`config.mk`:
```
export PLATFORM = sky130hd
export DESIGN_NAME = armCore
export DESIGN_NICKNAME = d
export VERILOG_FILES = /design/src/hw/armPkg.sv /design/src/hw/alu.sv /design/src/hw/regFile.sv /design/src/hw/hazardUnit.sv /design/src/hw/controlUnit.sv /design/src/hw/datapath.sv /design/src/hw/armCore.sv
export SDC_FILE = /design/constraint.sdc
export NUM_CORES = 2
export LEC_CHECK = 0
export ABC_AREA = 0
export ABC_CLOCK_PERIOD_IN_PS = 6570
export BUFFER_PORTS_ARGS = -buffer_cell sky130_fd_sc_hd__buf_2
export CAP_MARGIN = 10
export CORE_MARGIN = 5
export CORE_UTILIZATION = 64
export CTS_BUF_LIST = sky130_fd_sc_hd__clkbuf_8
export DETAILED_ROUTE_END_ITERATION = 8
export PLACE_DENSITY = 0.82
export SKIP_CTS_REPAIR_TIMING = 1
export SYNTH_ARGS = -nofsm -noshare
export SYNTH_HDL_FRONTEND = slang
export SYNTH_SLANG_ARGS = --single-unit
```
`constraint.sdc`:
```
create_clock -name clk -period 6.57 [get_ports clk]
set_clock_uncertainty 0.15 [all_clocks]
set_input_delay 0.657 -clock clk [delete_from_list [all_inputs] [get_ports clk]]
set_output_delay 0.657 -clock clk [all_outputs]
set_load 0.02 [all_outputs]
```
`src/hw/armPkg.sv`:
```
//------------------------------
// ARM subset package
// Shared word types and ISA encodings
//------------------------------
package armPkg;

   typedef logic [31:0] word_t;     // Data word or byte address
   typedef logic [3:0]  regAddr_t;

   // Status flags in CPSR order
   typedef struct packed {
      logic n;
      logic z;
      logic c;
      logic v;
   } flags_t;

   localparam regAddr_t PcReg      = 4'd15;
   localparam word_t    InstrBytes = 32'd4;

   // Condition 1111 never executes, so this word is a pipeline bubble
   localparam word_t    NopInstr   = 32'hF000_0000;

   // Instruction bits 27:26
   typedef enum logic [1:0] {
      opDataProc = 2'b00,
      opMemory   = 2'b01,
      opBranch   = 2'b10
   } opClass_e;

   // Data-processing funct, bits 24:21
   typedef enum logic [3:0] {
      dpAnd = 4'b0000,
      dpEor = 4'b0001,
      dpSub = 4'b0010,
      dpAdd = 4'b0100,
      dpCmp = 4'b1010,
      dpOrr = 4'b1100,
      dpMov = 4'b1101
   } dpFunct_e;

   typedef enum logic [2:0] {
      aluAdd,
      aluSub,
      aluAnd,
      aluOrr,
      aluEor,
      aluPassB    // MOV
   } aluOp_e;

   typedef enum logic [3:0] {
      condEq, condNe, condCs, condCc, condMi, condPl, condVs, condVc,
      condHi, condLs, condGe, condLt, condGt, condLe, condAl
   } condCode_e;

   typedef enum logic [1:0] {
      imm8,       // Data-processing immediate, zero extended
      imm12,      // LDR/STR offset
      branch24    // Signed word offset
   } immSrc_e;

   typedef enum logic [1:0] {
      fromReg       = 2'b00,
      fromWriteback = 2'b01,
      fromMemory    = 2'b10
   } forwardSel_e;

endpackage

```
`src/hw/alu.sv`:
```
//------------------------------
// ALU
// Add, sub, logic ops and NZCV
//------------------------------
module alu import armPkg::*; (
   input  word_t  a,
   input  word_t  b,
   input  aluOp_e aluOp,
   output word_t  result,
   output flags_t flags
);

   logic        subtract;
   logic        arith;
   word_t       bEff;
   logic [32:0] sum;
   logic        overflow;

   assign subtract = (aluOp == aluSub);
   assign arith    = (aluOp == aluAdd) || subtract;
   assign bEff     = subtract ? ~b : b;    // a - b = a + ~b + 1
   assign sum      = {1'b0, a} + {1'b0, bEff} + 33'(subtract);

   always_comb begin
      case (aluOp)
         aluAdd, aluSub: result = sum[31:0];
         aluAnd:         result = a & b;
         aluOrr:         result = a | b;
         aluEor:         result = a ^ b;
         aluPassB:       result = b;
         default:        result = '0;
      endcase
   end

   // Operands of equal sign giving a result of the other sign
   assign overflow = (a[31] == bEff[31]) && (sum[31] != a[31]);

   assign flags = '{
      n: result[31],
      z: (result == '0),
      c: arith && sum[32],    // Carry out, i.e. no borrow on sub
      v: arith && overflow
   };

endmodule

```
`src/hw/regFile.sv`:
```
//------------------------------
// Register file, R0 to R14
// R15 reads as PC+8
//------------------------------
module regFile import armPkg::*; (
   input  logic     clk,
   input  logic     we,
   input  regAddr_t ra1,
   input  regAddr_t ra2,
   input  regAddr_t wa,
   input  word_t    wd,
   input  word_t    pcPlus8,
   output word_t    rd1,
   output word_t    rd2
);

   word_t regs [0:PcReg-1];

   // Falling-edge write lets decode see it in the same cycle
   always_ff @(negedge clk) begin
      if (we && wa != PcReg) regs[wa] <= wd;
   end

   assign rd1 = (ra1 == PcReg) ? pcPlus8 : regs[ra1];
   assign rd2 = (ra2 == PcReg) ? pcPlus8 : regs[ra2];

   // PC writes are outside the supported subset
   assert property (@(negedge clk) we |-> wa != PcReg);

endmodule

```
`src/hw/hazardUnit.sv`:
```
//------------------------------
// Hazard unit
// Forwarding, load-use stall, branch flush
//------------------------------
module hazardUnit import armPkg::*; (
   input  regAddr_t    ra1D,
   input  regAddr_t    ra2D,
   input  regAddr_t    ra1E,
   input  regAddr_t    ra2E,
   input  regAddr_t    wa3E,
   input  regAddr_t    wa3M,
   input  regAddr_t    wa3W,
   input  logic        regWriteM,
   input  logic        regWriteW,
   input  logic        memToRegE,
   input  logic        branchTakenE,
   output forwardSel_e forwardAE,
   output forwardSel_e forwardBE,
   output logic        stallF,
   output logic        stallD,
   output logic        flushD,
   output logic        flushE
);

   logic loadUseD;

   // Memory stage holds the younger result, so it wins
   function automatic forwardSel_e forwardFor(
      input regAddr_t srcE,
      input regAddr_t dstM,
      input logic     writeM,
      input regAddr_t dstW,
      input logic     writeW
   );
      if (writeM && srcE == dstM)      return fromMemory;
      else if (writeW && srcE == dstW) return fromWriteback;
      else                             return fromReg;
   endfunction

   always_comb begin
      forwardAE = forwardFor(ra1E, wa3M, regWriteM, wa3W, regWriteW);
      forwardBE = forwardFor(ra2E, wa3M, regWriteM, wa3W, regWriteW);
   end

   // Load result is not ready until writeback
   assign loadUseD = memToRegE && (wa3E == ra1D || wa3E == ra2D);

   assign stallF = loadUseD;
   assign stallD = loadUseD;
   assign flushD = branchTakenE;
   assign flushE = loadUseD | branchTakenE;

endmodule

```
`src/hw/controlUnit.sv`:
```
//------------------------------
// Control unit
// Decode, control pipeline, flags and condition check
//------------------------------
module controlUnit import armPkg::*; (
   input  logic       clk,
   input  logic       reset,
   input  word_t      instrD,
   input  flags_t     aluFlagsE,
   input  logic       flushE,
   output logic [1:0] regSrcD,
   output immSrc_e    immSrcD,
   output logic       aluSrcE,
   output aluOp_e     aluOpE,
   output logic       branchTakenE,
   output logic       memToRegE,
   output logic       regWriteM,
   output logic       memWriteM,
   output logic       memToRegW,
   output logic       regWriteW
);

   opClass_e   opClassD;
   dpFunct_e   functD;
   logic       sBitD;
   logic       aluSrcD;
   aluOp_e     aluOpD;
   logic       memToRegD;
   logic       regWriteD;
   logic       memWriteD;
   logic       branchD;
   logic       noWriteD;
   logic [1:0] flagWriteD;     // [1] N and Z, [0] C and V
   logic       regWriteE;
   logic       memWriteE;
   logic       branchE;
   logic       noWriteE;
   logic [1:0] flagWriteE;
   condCode_e  condE;
   flags_t     flagsE;
   flags_t     flagsNextE;
   logic       condExE;
   logic       memToRegM;

   assign opClassD = opClass_e'(instrD[27:26]);
   assign functD   = dpFunct_e'(instrD[24:21]);
   assign sBitD    = instrD[20];

   always_comb begin
      regSrcD    = 2'b00;
      immSrcD    = imm8;
      aluSrcD    = 1'b0;
      aluOpD     = aluAdd;     // Address and target adds
      memToRegD  = 1'b0;
      regWriteD  = 1'b0;
      memWriteD  = 1'b0;
      branchD    = 1'b0;
      noWriteD   = 1'b0;
      flagWriteD = 2'b00;
      case (opClassD)
         opDataProc: begin
            aluSrcD       = instrD[25];     // I bit
            regWriteD     = 1'b1;
            flagWriteD[1] = sBitD;
            flagWriteD[0] = sBitD && (functD inside {dpAdd, dpSub, dpCmp});
            case (functD)
               dpAdd: aluOpD = aluAdd;
               dpSub: aluOpD = aluSub;
               dpAnd: aluOpD = aluAnd;
               dpOrr: aluOpD = aluOrr;
               dpEor: aluOpD = aluEor;
               dpMov: aluOpD = aluPassB;
               dpCmp: begin
                  aluOpD   = aluSub;
                  noWriteD = 1'b1;
               end
               default: begin              // Unsupported op leaves no trace
                  noWriteD   = 1'b1;
                  flagWriteD = 2'b00;
               end
            endcase
         end
         opMemory: begin
            regSrcD   = {~instrD[20], 1'b0};  // STR reads Rd on port 2
            immSrcD   = imm12;
            aluSrcD   = 1'b1;
            memToRegD = instrD[20];
            regWriteD = instrD[20];
            memWriteD = ~instrD[20];
         end
         opBranch: begin
            regSrcD = 2'b01;   // Base is R15
            immSrcD = branch24;
            aluSrcD = 1'b1;
            branchD = 1'b1;
         end
         default: regWriteD = 1'b0;
      endcase
   end

   // Execute controls, cleared into a bubble on flush
   always_ff @(posedge clk or posedge reset) begin
      if (reset) begin
         {regWriteE, memWriteE, memToRegE, branchE, noWriteE, flagWriteE} <= '0;
      end else if (flushE) begin
         {regWriteE, memWriteE, memToRegE, branchE, noWriteE, flagWriteE} <= '0;
      end else begin
         regWriteE  <= regWriteD;
         memWriteE  <= memWriteD;
         memToRegE  <= memToRegD;
         branchE    <= branchD;
         noWriteE   <= noWriteD;
         flagWriteE <= flagWriteD;
      end
   end

   always_ff @(posedge clk or posedge reset) begin
      if (reset) begin
         aluSrcE <= 1'b0;
         aluOpE  <= aluAdd;
         condE   <= condAl;
      end else begin
         aluSrcE <= aluSrcD;
         aluOpE  <= aluOpD;
         condE   <= condCode_e'(instrD[31:28]);
      end
   end

   always_comb begin
      case (condE)
         condEq:  condExE = flagsE.z;
         condNe:  condExE = ~flagsE.z;
         condCs:  condExE = flagsE.c;
         condCc:  condExE = ~flagsE.c;
         condMi:  condExE = flagsE.n;
         condPl:  condExE = ~flagsE.n;
         condVs:  condExE = flagsE.v;
         condVc:  condExE = ~flagsE.v;
         condHi:  condExE = flagsE.c & ~flagsE.z;
         condLs:  condExE = ~flagsE.c | flagsE.z;
         condGe:  condExE = (flagsE.n == flagsE.v);
         condLt:  condExE = (flagsE.n != flagsE.v);
         condGt:  condExE = ~flagsE.z & (flagsE.n == flagsE.v);
         condLe:  condExE = flagsE.z | (flagsE.n != flagsE.v);
         condAl:  condExE = 1'b1;
         default: condExE = 1'b0;   // 1111 is the bubble
      endcase
   end

   always_comb begin
      flagsNextE = flagsE;
      if (flagWriteE[1] && condExE) begin
         flagsNextE.n = aluFlagsE.n;
         flagsNextE.z = aluFlagsE.z;
      end
      if (flagWriteE[0] && condExE) begin
         flagsNextE.c = aluFlagsE.c;
         flagsNextE.v = aluFlagsE.v;
      end
   end

   always_ff @(posedge clk or posedge reset) begin
      if (reset) flagsE <= '0;
      else       flagsE <= flagsNextE;
   end

   assign branchTakenE = branchE & condExE;

   always_ff @(posedge clk or posedge reset) begin
      if (reset) begin
         {regWriteM, memWriteM, memToRegM, regWriteW, memToRegW} <= '0;
      end else begin
         regWriteM <= regWriteE & condExE & ~noWriteE;   // CMP writes flags only
         memWriteM <= memWriteE & condExE;
         memToRegM <= memToRegE;
         regWriteW <= regWriteM;
         memToRegW <= memToRegM;
      end
   end

   // A store never reaches writeback as a register write
   assert property (@(posedge clk) disable iff (reset) memWriteM |=> !regWriteW);

   // Taken branch writes nothing, and the instruction behind it is squashed
   assert property (@(posedge clk) disable iff (reset)
      branchTakenE |=> !regWriteM && !memWriteM && !branchTakenE);

endmodule

```
`src/hw/datapath.sv`:
```
//------------------------------
// Datapath
// PC, pipeline registers, forwarding and ALU
//------------------------------
module datapath import armPkg::*; #(
   parameter word_t ResetVector = '0
) (
   input  logic        clk,
   input  logic        reset,
   input  logic [1:0]  regSrcD,
   input  immSrc_e     immSrcD,
   input  logic        aluSrcE,
   input  aluOp_e      aluOpE,
   input  logic        branchTakenE,
   input  logic        memToRegW,
   input  logic        regWriteW,
   input  forwardSel_e forwardAE,
   input  forwardSel_e forwardBE,
   input  logic        stallF,
   input  logic        stallD,
   input  logic        flushD,
   output word_t       pcF,
   input  word_t       instrF,
   output word_t       instrD,
   output flags_t      aluFlagsE,
   output word_t       aluOutM,
   output word_t       writeDataM,
   input  word_t       readDataM,
   output regAddr_t    ra1D,
   output regAddr_t    ra2D,
   output regAddr_t    ra1E,
   output regAddr_t    ra2E,
   output regAddr_t    wa3E,
   output regAddr_t    wa3M,
   output regAddr_t    wa3W
);

   word_t pcPlus4F;
   word_t pcNextF;
   word_t pcPlus8D;
   word_t extImmD;
   word_t rd1D;
   word_t rd2D;
   word_t rd1E;
   word_t rd2E;
   word_t extImmE;
   word_t srcAE;
   word_t srcBE;
   word_t writeDataE;
   word_t aluResultE;
   word_t aluOutW;
   word_t readDataW;
   word_t resultW;

   function automatic word_t forwardMux(
      input forwardSel_e sel,
      input word_t       regVal,
      input word_t       wbVal,
      input word_t       memVal
   );
      case (sel)
         fromWriteback: return wbVal;
         fromMemory:    return memVal;
         default:       return regVal;
      endcase
   endfunction

   assign pcPlus4F = pcF + InstrBytes;
   assign pcNextF  = branchTakenE ? aluResultE : pcPlus4F;

   always_ff @(posedge clk or posedge reset) begin
      if (reset)        pcF <= ResetVector;
      else if (!stallF) pcF <= pcNextF;
   end

   always_ff @(posedge clk or posedge reset) begin
      if (reset)        instrD <= NopInstr;
      else if (flushD)  instrD <= NopInstr;
      else if (!stallD) instrD <= instrF;
   end

   assign pcPlus8D = pcPlus4F;   // Fetch runs one word ahead of decode
   assign ra1D     = regSrcD[0] ? PcReg : instrD[19:16];
   assign ra2D     = regSrcD[1] ? instrD[15:12] : instrD[3:0];

   always_comb begin
      case (immSrcD)
         imm8:     extImmD = {24'b0, instrD[7:0]};
         imm12:    extImmD = {20'b0, instrD[11:0]};
         branch24: extImmD = {{6{instrD[23]}}, instrD[23:0], 2'b00};
         default:  extImmD = '0;
      endcase
   end

   regFile regs (
      .clk, .we(regWriteW), .ra1(ra1D), .ra2(ra2D), .wa(wa3W),
      .wd(resultW), .pcPlus8(pcPlus8D), .rd1(rd1D), .rd2(rd2D)
   );

   always_ff @(posedge clk) begin
      rd1E    <= rd1D;
      rd2E    <= rd2D;
      extImmE <= extImmD;
      ra1E    <= ra1D;
      ra2E    <= ra2D;
      wa3E    <= instrD[15:12];   // Rd
   end

   assign srcAE      = forwardMux(forwardAE, rd1E, resultW, aluOutM);
   assign writeDataE = forwardMux(forwardBE, rd2E, resultW, aluOutM);
   assign srcBE      = aluSrcE ? extImmE : writeDataE;

   alu aluE (
      .a(srcAE), .b(srcBE), .aluOp(aluOpE), .result(aluResultE), .flags(aluFlagsE)
   );

   always_ff @(posedge clk) begin
      aluOutM    <= aluResultE;
      writeDataM <= writeDataE;
      wa3M       <= wa3E;
   end

   always_ff @(posedge clk) begin
      aluOutW   <= aluOutM;
      readDataW <= readDataM;
      wa3W      <= wa3M;
   end

   assign resultW = memToRegW ? readDataW : aluOutW;

endmodule

```
`src/hw/armCore.sv`:
```
//------------------------------
// ARM pipelined core
// Control, datapath and hazard unit
//------------------------------
module armCore #(
   parameter armPkg::word_t ResetVector = '0
) (
   input  logic          clk,
   input  logic          reset,
   output armPkg::word_t pcF,
   input  armPkg::word_t instrF,
   output logic          memWriteM,
   output armPkg::word_t aluOutM,
   output armPkg::word_t writeDataM,
   input  armPkg::word_t readDataM
);

   armPkg::word_t       instrD;
   armPkg::flags_t      aluFlagsE;
   logic [1:0]          regSrcD;
   armPkg::immSrc_e     immSrcD;
   logic                aluSrcE;
   armPkg::aluOp_e      aluOpE;
   logic                branchTakenE;
   logic                memToRegE;
   logic                regWriteM;
   logic                memToRegW;
   logic                regWriteW;
   armPkg::forwardSel_e forwardAE;
   armPkg::forwardSel_e forwardBE;
   logic                stallF;
   logic                stallD;
   logic                flushD;
   logic                flushE;
   armPkg::regAddr_t    ra1D;
   armPkg::regAddr_t    ra2D;
   armPkg::regAddr_t    ra1E;
   armPkg::regAddr_t    ra2E;
   armPkg::regAddr_t    wa3E;
   armPkg::regAddr_t    wa3M;
   armPkg::regAddr_t    wa3W;

   controlUnit ctrl (
      .clk, .reset, .instrD, .aluFlagsE, .flushE, .regSrcD, .immSrcD,
      .aluSrcE, .aluOpE, .branchTakenE, .memToRegE, .regWriteM,
      .memWriteM, .memToRegW, .regWriteW
   );

   datapath #(.ResetVector(ResetVector)) dp (
      .clk, .reset, .regSrcD, .immSrcD, .aluSrcE, .aluOpE, .branchTakenE,
      .memToRegW, .regWriteW, .forwardAE, .forwardBE, .stallF, .stallD,
      .flushD, .pcF, .instrF, .instrD, .aluFlagsE, .aluOutM, .writeDataM,
      .readDataM, .ra1D, .ra2D, .ra1E, .ra2E, .wa3E, .wa3M, .wa3W
   );

   hazardUnit hazard (
      .ra1D, .ra2D, .ra1E, .ra2E, .wa3E, .wa3M, .wa3W, .regWriteM,
      .regWriteW, .memToRegE, .branchTakenE, .forwardAE, .forwardBE,
      .stallF, .stallD, .flushD, .flushE
   );

endmodule

```
# [Word level (Yosys, flattened, before mapping)]
# Memory sizes are Yosys's and may differ from the RTL's.
# Index checks and enable logic that the tools add are counted.
[classes] add_sub_neg=3 mul=0 div=0 n_lt_le_gt_ge=0 n_eq_ne=47 shift=0 mux=40 bitwise_logic=19 reduce_logical=26
[ops] cell="32-bit 2-to-1 mux" n=8
[ops] cell="32-bit one-hot mux with 5 select lines" n=1
[ops] cell="32-bit one-hot mux with 2 select lines" n=2
[ops] cell="32-bit one-hot mux with 3 select lines" n=1
[ops] cell="4-bit equality test (second input constant)" n=12
[ops] cell="32-bit by 32-bit adder with 33-bit output" n=1
[ops] cell="33-bit by 1-bit adder with 33-bit output" n=1
[ops] cell="32-bit by 3-bit adder with 32-bit output (second input constant)" n=1
[ops] cell="32-bit AND" n=1
[ops] cell="32-bit logical NOT" n=1
[ops] cell="32-bit NOT" n=1
[ops] cell="32-bit OR" n=1
[ops] cell="32-bit XOR" n=1
[ops] cell="4-bit equality test" n=6
[ops] cell="4-bit by 3-bit equality test with 1-bit output (second input constant)" n=5
[ops] cell="1-bit one-hot mux with 15 select lines" n=1
[ops] cell="3-bit one-hot mux with 5 select lines" n=1
[ops] cell="1-bit 2-to-1 mux" n=14
[ops] cell="4-bit by 2-bit equality test with 1-bit output (second input constant)" n=3
[ops] cell="1-bit logical AND" n=12
[ops] cell="2-bit 2-to-1 mux" n=5
[ops] cell="2-bit by 1-bit equality test with 1-bit output (second input constant)" n=4
[ops] cell="2-bit equality test (second input constant)" n=4
[ops] cell="4-bit by 1-bit equality test with 1-bit output (second input constant)" n=2
[ops] cell="22 further kinds" n=46
[word_totals] register_bits=332 latchBits=0 ram_bits=480 romBits=0 inputBits=66 wordCells=168 n_memories=1
[memory_table] name="dp.regs.regs" words=15 width=32 read_ports=2 rd_ports_with_merged_regs=0 write_ports=1 line_no="regFile.sv:17" text="word_t regs [0:PcReg-1];"

# [Logic depth before layout (Yosys ltp)]
[logic_depth] depth_word=14 depth_mapped=26

# [Cells and area by module]
# Synthesis repeated with hierarchy kept, for this count alone.
[hier_totals] hier_cells=3193 hier_area_um2=39980.8
[by_module_without_submodules] mod="regFile" n_inst=1 cells_each=1397 area_per_inst_um2=23147.2
[by_module_without_submodules] mod="datapath" n_inst=1 cells_each=988 area_per_inst_um2=10799.1
[by_module_without_submodules] mod="alu" n_inst=1 cells_each=661 area_per_inst_um2=4576.9
[by_module_without_submodules] mod="controlUnit" n_inst=1 cells_each=105 area_per_inst_um2=1147.4
[by_module_without_submodules] mod="hazardUnit" n_inst=1 cells_each=42 area_per_inst_um2=310.3

==> reports/results.ini <==
[floorplanning]
core_sq_um = 61800
die_h_um = 260
ios = 163
rows = 91
die-area_sq_um = 67700
die_x_um = 260
start_util_pct = 64.8

[critical_path]
required_ns = 7.17
end_kind = flop
arrival_ns = 6.90
crit_path_start = dp.wa3W[0]
ff2ff_path_depth = 19
critical_path.max_fanout = 12
start_kind = flop
r2r-start = dp.wa3W[0]
crit_type = flop to flop

[drt]
wl_per_cell_um = 27.0
drt_wl_total_um = 149000
num_vias = 37259
postRouteAntennaNets = 0
avgViaCountPerCell = 6.75
drcViolationCount = 0
drt-pass1-iter-count = 7
drt-initial-drc-count = 7115

[logic_synthesis]
synthArstFlopShare_pct = 10.9
synth_area_leaders = edfxtp_1, dfxtp_1, nand2_1
synth_seq_area_share_pct = 53.4
synth_nets = 4091
syn_inst = 3922
avgSynthCellArea_sq_um = 10.2
ys_warn_count = 0
synth_edf_count = 480
yosys.cell_types.count = 102
post-synth-top-area-cell = edfxtp_1
synthFlopType = edfxtp_1
ys_ff_latch = 806
synth_top_area_share_pct = 36.0
syn_area_sq_um = 40100

[power_and_ir_drop]
p_per_area_nw_per_um2 = 583
leakage_nw = 20.0
p_total_w = 0.0274
ir_drop_v = 0.000298

[timing]
fmax_mhz = 159
maxSlewHeadroom_pct = 21.7
finalSetupViolCount = 0
period_share_pct = 95.9
hold_violations = 2
drv_slew = 0
hold_ws_ns = -0.0316
min_period_ns = 6.30
rsz0062_at_grt = no
layout_setup_ws_ns = 0.268
finalSetupTns_ns = 0
max_slew.worst_pin.slew_ns = 1.17

[cts]
cts_buffers = 137
cts.clk_slew.worst_paths_ns = 0.07
clock_latency_ns = 0.80
cts.sinks = 806
cts_tree = done
htree_levels = 4
cts.path.max_buffers = 3
root_buffer = clkbuf_8

[cells_and_area]
final_common_cell = nand2_1
final_cell_mix = nand2_1, inv_1, edfxtp_1
stdcell_area_sq_um = 47000
synthToLayoutAreaGrowth_pct = 17.3
fin_nets = 4747
layout-drive-gt1-share_pct = 13.2

[min_path]
hp-class = primary input to flop
min_delay_path_depth = 3
hp-start = instrF[15]

[place]
place.gp.congestion = 1.08
place_ws_ns = 0.184
io_buffers = 162
placed_area_sq_um = 41900
dp_hpwl_um = 93000

[job]
maxCapViolCount = 0

[grt]
globalRouteOverflowTotal = 0
grt_usage_pct = 41.9
grt_pass1_vias = 36108
antenna_found_initial = 11
grt_pass1_wl_um = 213000
grt_max_degree = 157

[run_status]
outcome = complete, but fails checks
violations = hold timing

sequential cells by signal (all words and copies together), names as in the netlist, 26 cells and up:
name           count
dp.aluOutM        32
dp.aluOutW        32
dp.extImmE        26
dp.instrD         32
dp.pcF            32
dp.rd1E           32
dp.rd2E           32
dp.readDataW      32
dp.regs.regs     480
dp.writeDataM     32
synth_stat cells (6+ instances only):
cell type and number:
nand2_1 687, edfxtp_1 480, nand3_1 277, clkbuf_1 239
dfxtp_1 238, mux2i_1 207, a21oi_1 202, o21ai_0 184
nor2_1 182, inv_1 106, ha_1 102, a311oi_1 95
o221ai_1 95, dfrtp_1 81, xnor2_1 68, mux2_2 53
a31oi_1 41, and3_1 38, buf_1 36, nor3_1 36
a21o_1 31, xor2_1 29, a211oi_1 27, and2_1 26
a221oi_1 25, a311o_1 23, a22oi_1 21, nand4_1 21
nand2b_1 17, o21ai_1 17, buf_2 14, o211ai_1 13
o22ai_1 13, o31ai_1 13, o21a_1 11, inv_2 9
nor2b_1 8, dfstp_2 7, nor4_1 7, a222oi_1 6
mux4_2 6, nand3b_1 6, nor3b_1 6
metrics by stage:
stage	cells	util, %
floorplan	3922	-
global placement	4734	67.8
detailed placement	4734	67.8
CTS	5449	75.0
global route	5514	76.0
finish	5516	76.0
report_power, final:
| part | switching (W) | total (W) | internal, W |
|---|---|---|---|
| Sequential | 0.000921 | 0.00779 | 0.00687 |
| Clock | 0.00301 | 0.00568 | 0.00267 |
| Combinational | 0.00954 | 0.0139 | 0.00440 |
kinds of logic after synthesis:
group / share of synthesized area [%]
and+or+nand+nor: 14.8
AOI/OAI and AO/OA: 15.2
DFF: 53.4
buffers and inverters: 4.07
muxes: 7.09
adders and majority gates: 3.24
xor gates and xnor gates: 2.20
worst max-delay path, cell delays in order (launching register included):
cell and delay (ns):
dfxtp_2 0.54, xnor2_2 0.16, nand3_2 0.28, nor2_4 0.45, mux2i_1 0.38, o21ai_0 0.16
mux2i_1 0.31, xnor2_1 0.11, ha_1 0.47, and3_1 0.22, nand2_1 0.10, or4_1 0.61
and3_1 0.28, nor2_1 0.24, o21ai_1 0.17, a2111oi_0 0.47, nor4b_1 0.47, nand4b_1 0.27
nor4_2 0.20, a32o_1 0.19
per-layer routing:
| metal | vias up | part of all wire (%) | global-route usage (%) |
|---|---|---|---|
| met5 | - | 0.067 | 0 |
| met4 | 10 | 8.7 | 31.2 |
| met3 | 863 | 16 | 15.5 |
| met2 | 3600 | 42 | 60.5 |
| met1 | 17041 | 33 | 51.6 |
| li1 | 15745 | - | - |
layout make-up:
type	count	area [sq um]
diodes	4	10.0
clock buffers	151	2080
clock inverters	565	2320
fillers	4033	14800
inverters	117	452
multi-input cells	2700	17300
flip-flops and latches	806	21400
well taps	837	1050
repair buffers	336	2370
path summary, 6_finish.rpt:
path	end	slack [ns]
max	ctrl.flagsE[2]	0.27
min	dp.instrD[15]	-0.03
max reg2reg	ctrl.flagsE[2]	0.27
min reg2reg	ctrl.condE[2]	0.22
max in group asynchronous	ctrl.aluOpE[0]	4.90
min in group asynchronous	dp.instrD[15]	0.33
Note: power is estimated with default switching activity, not from simulation.
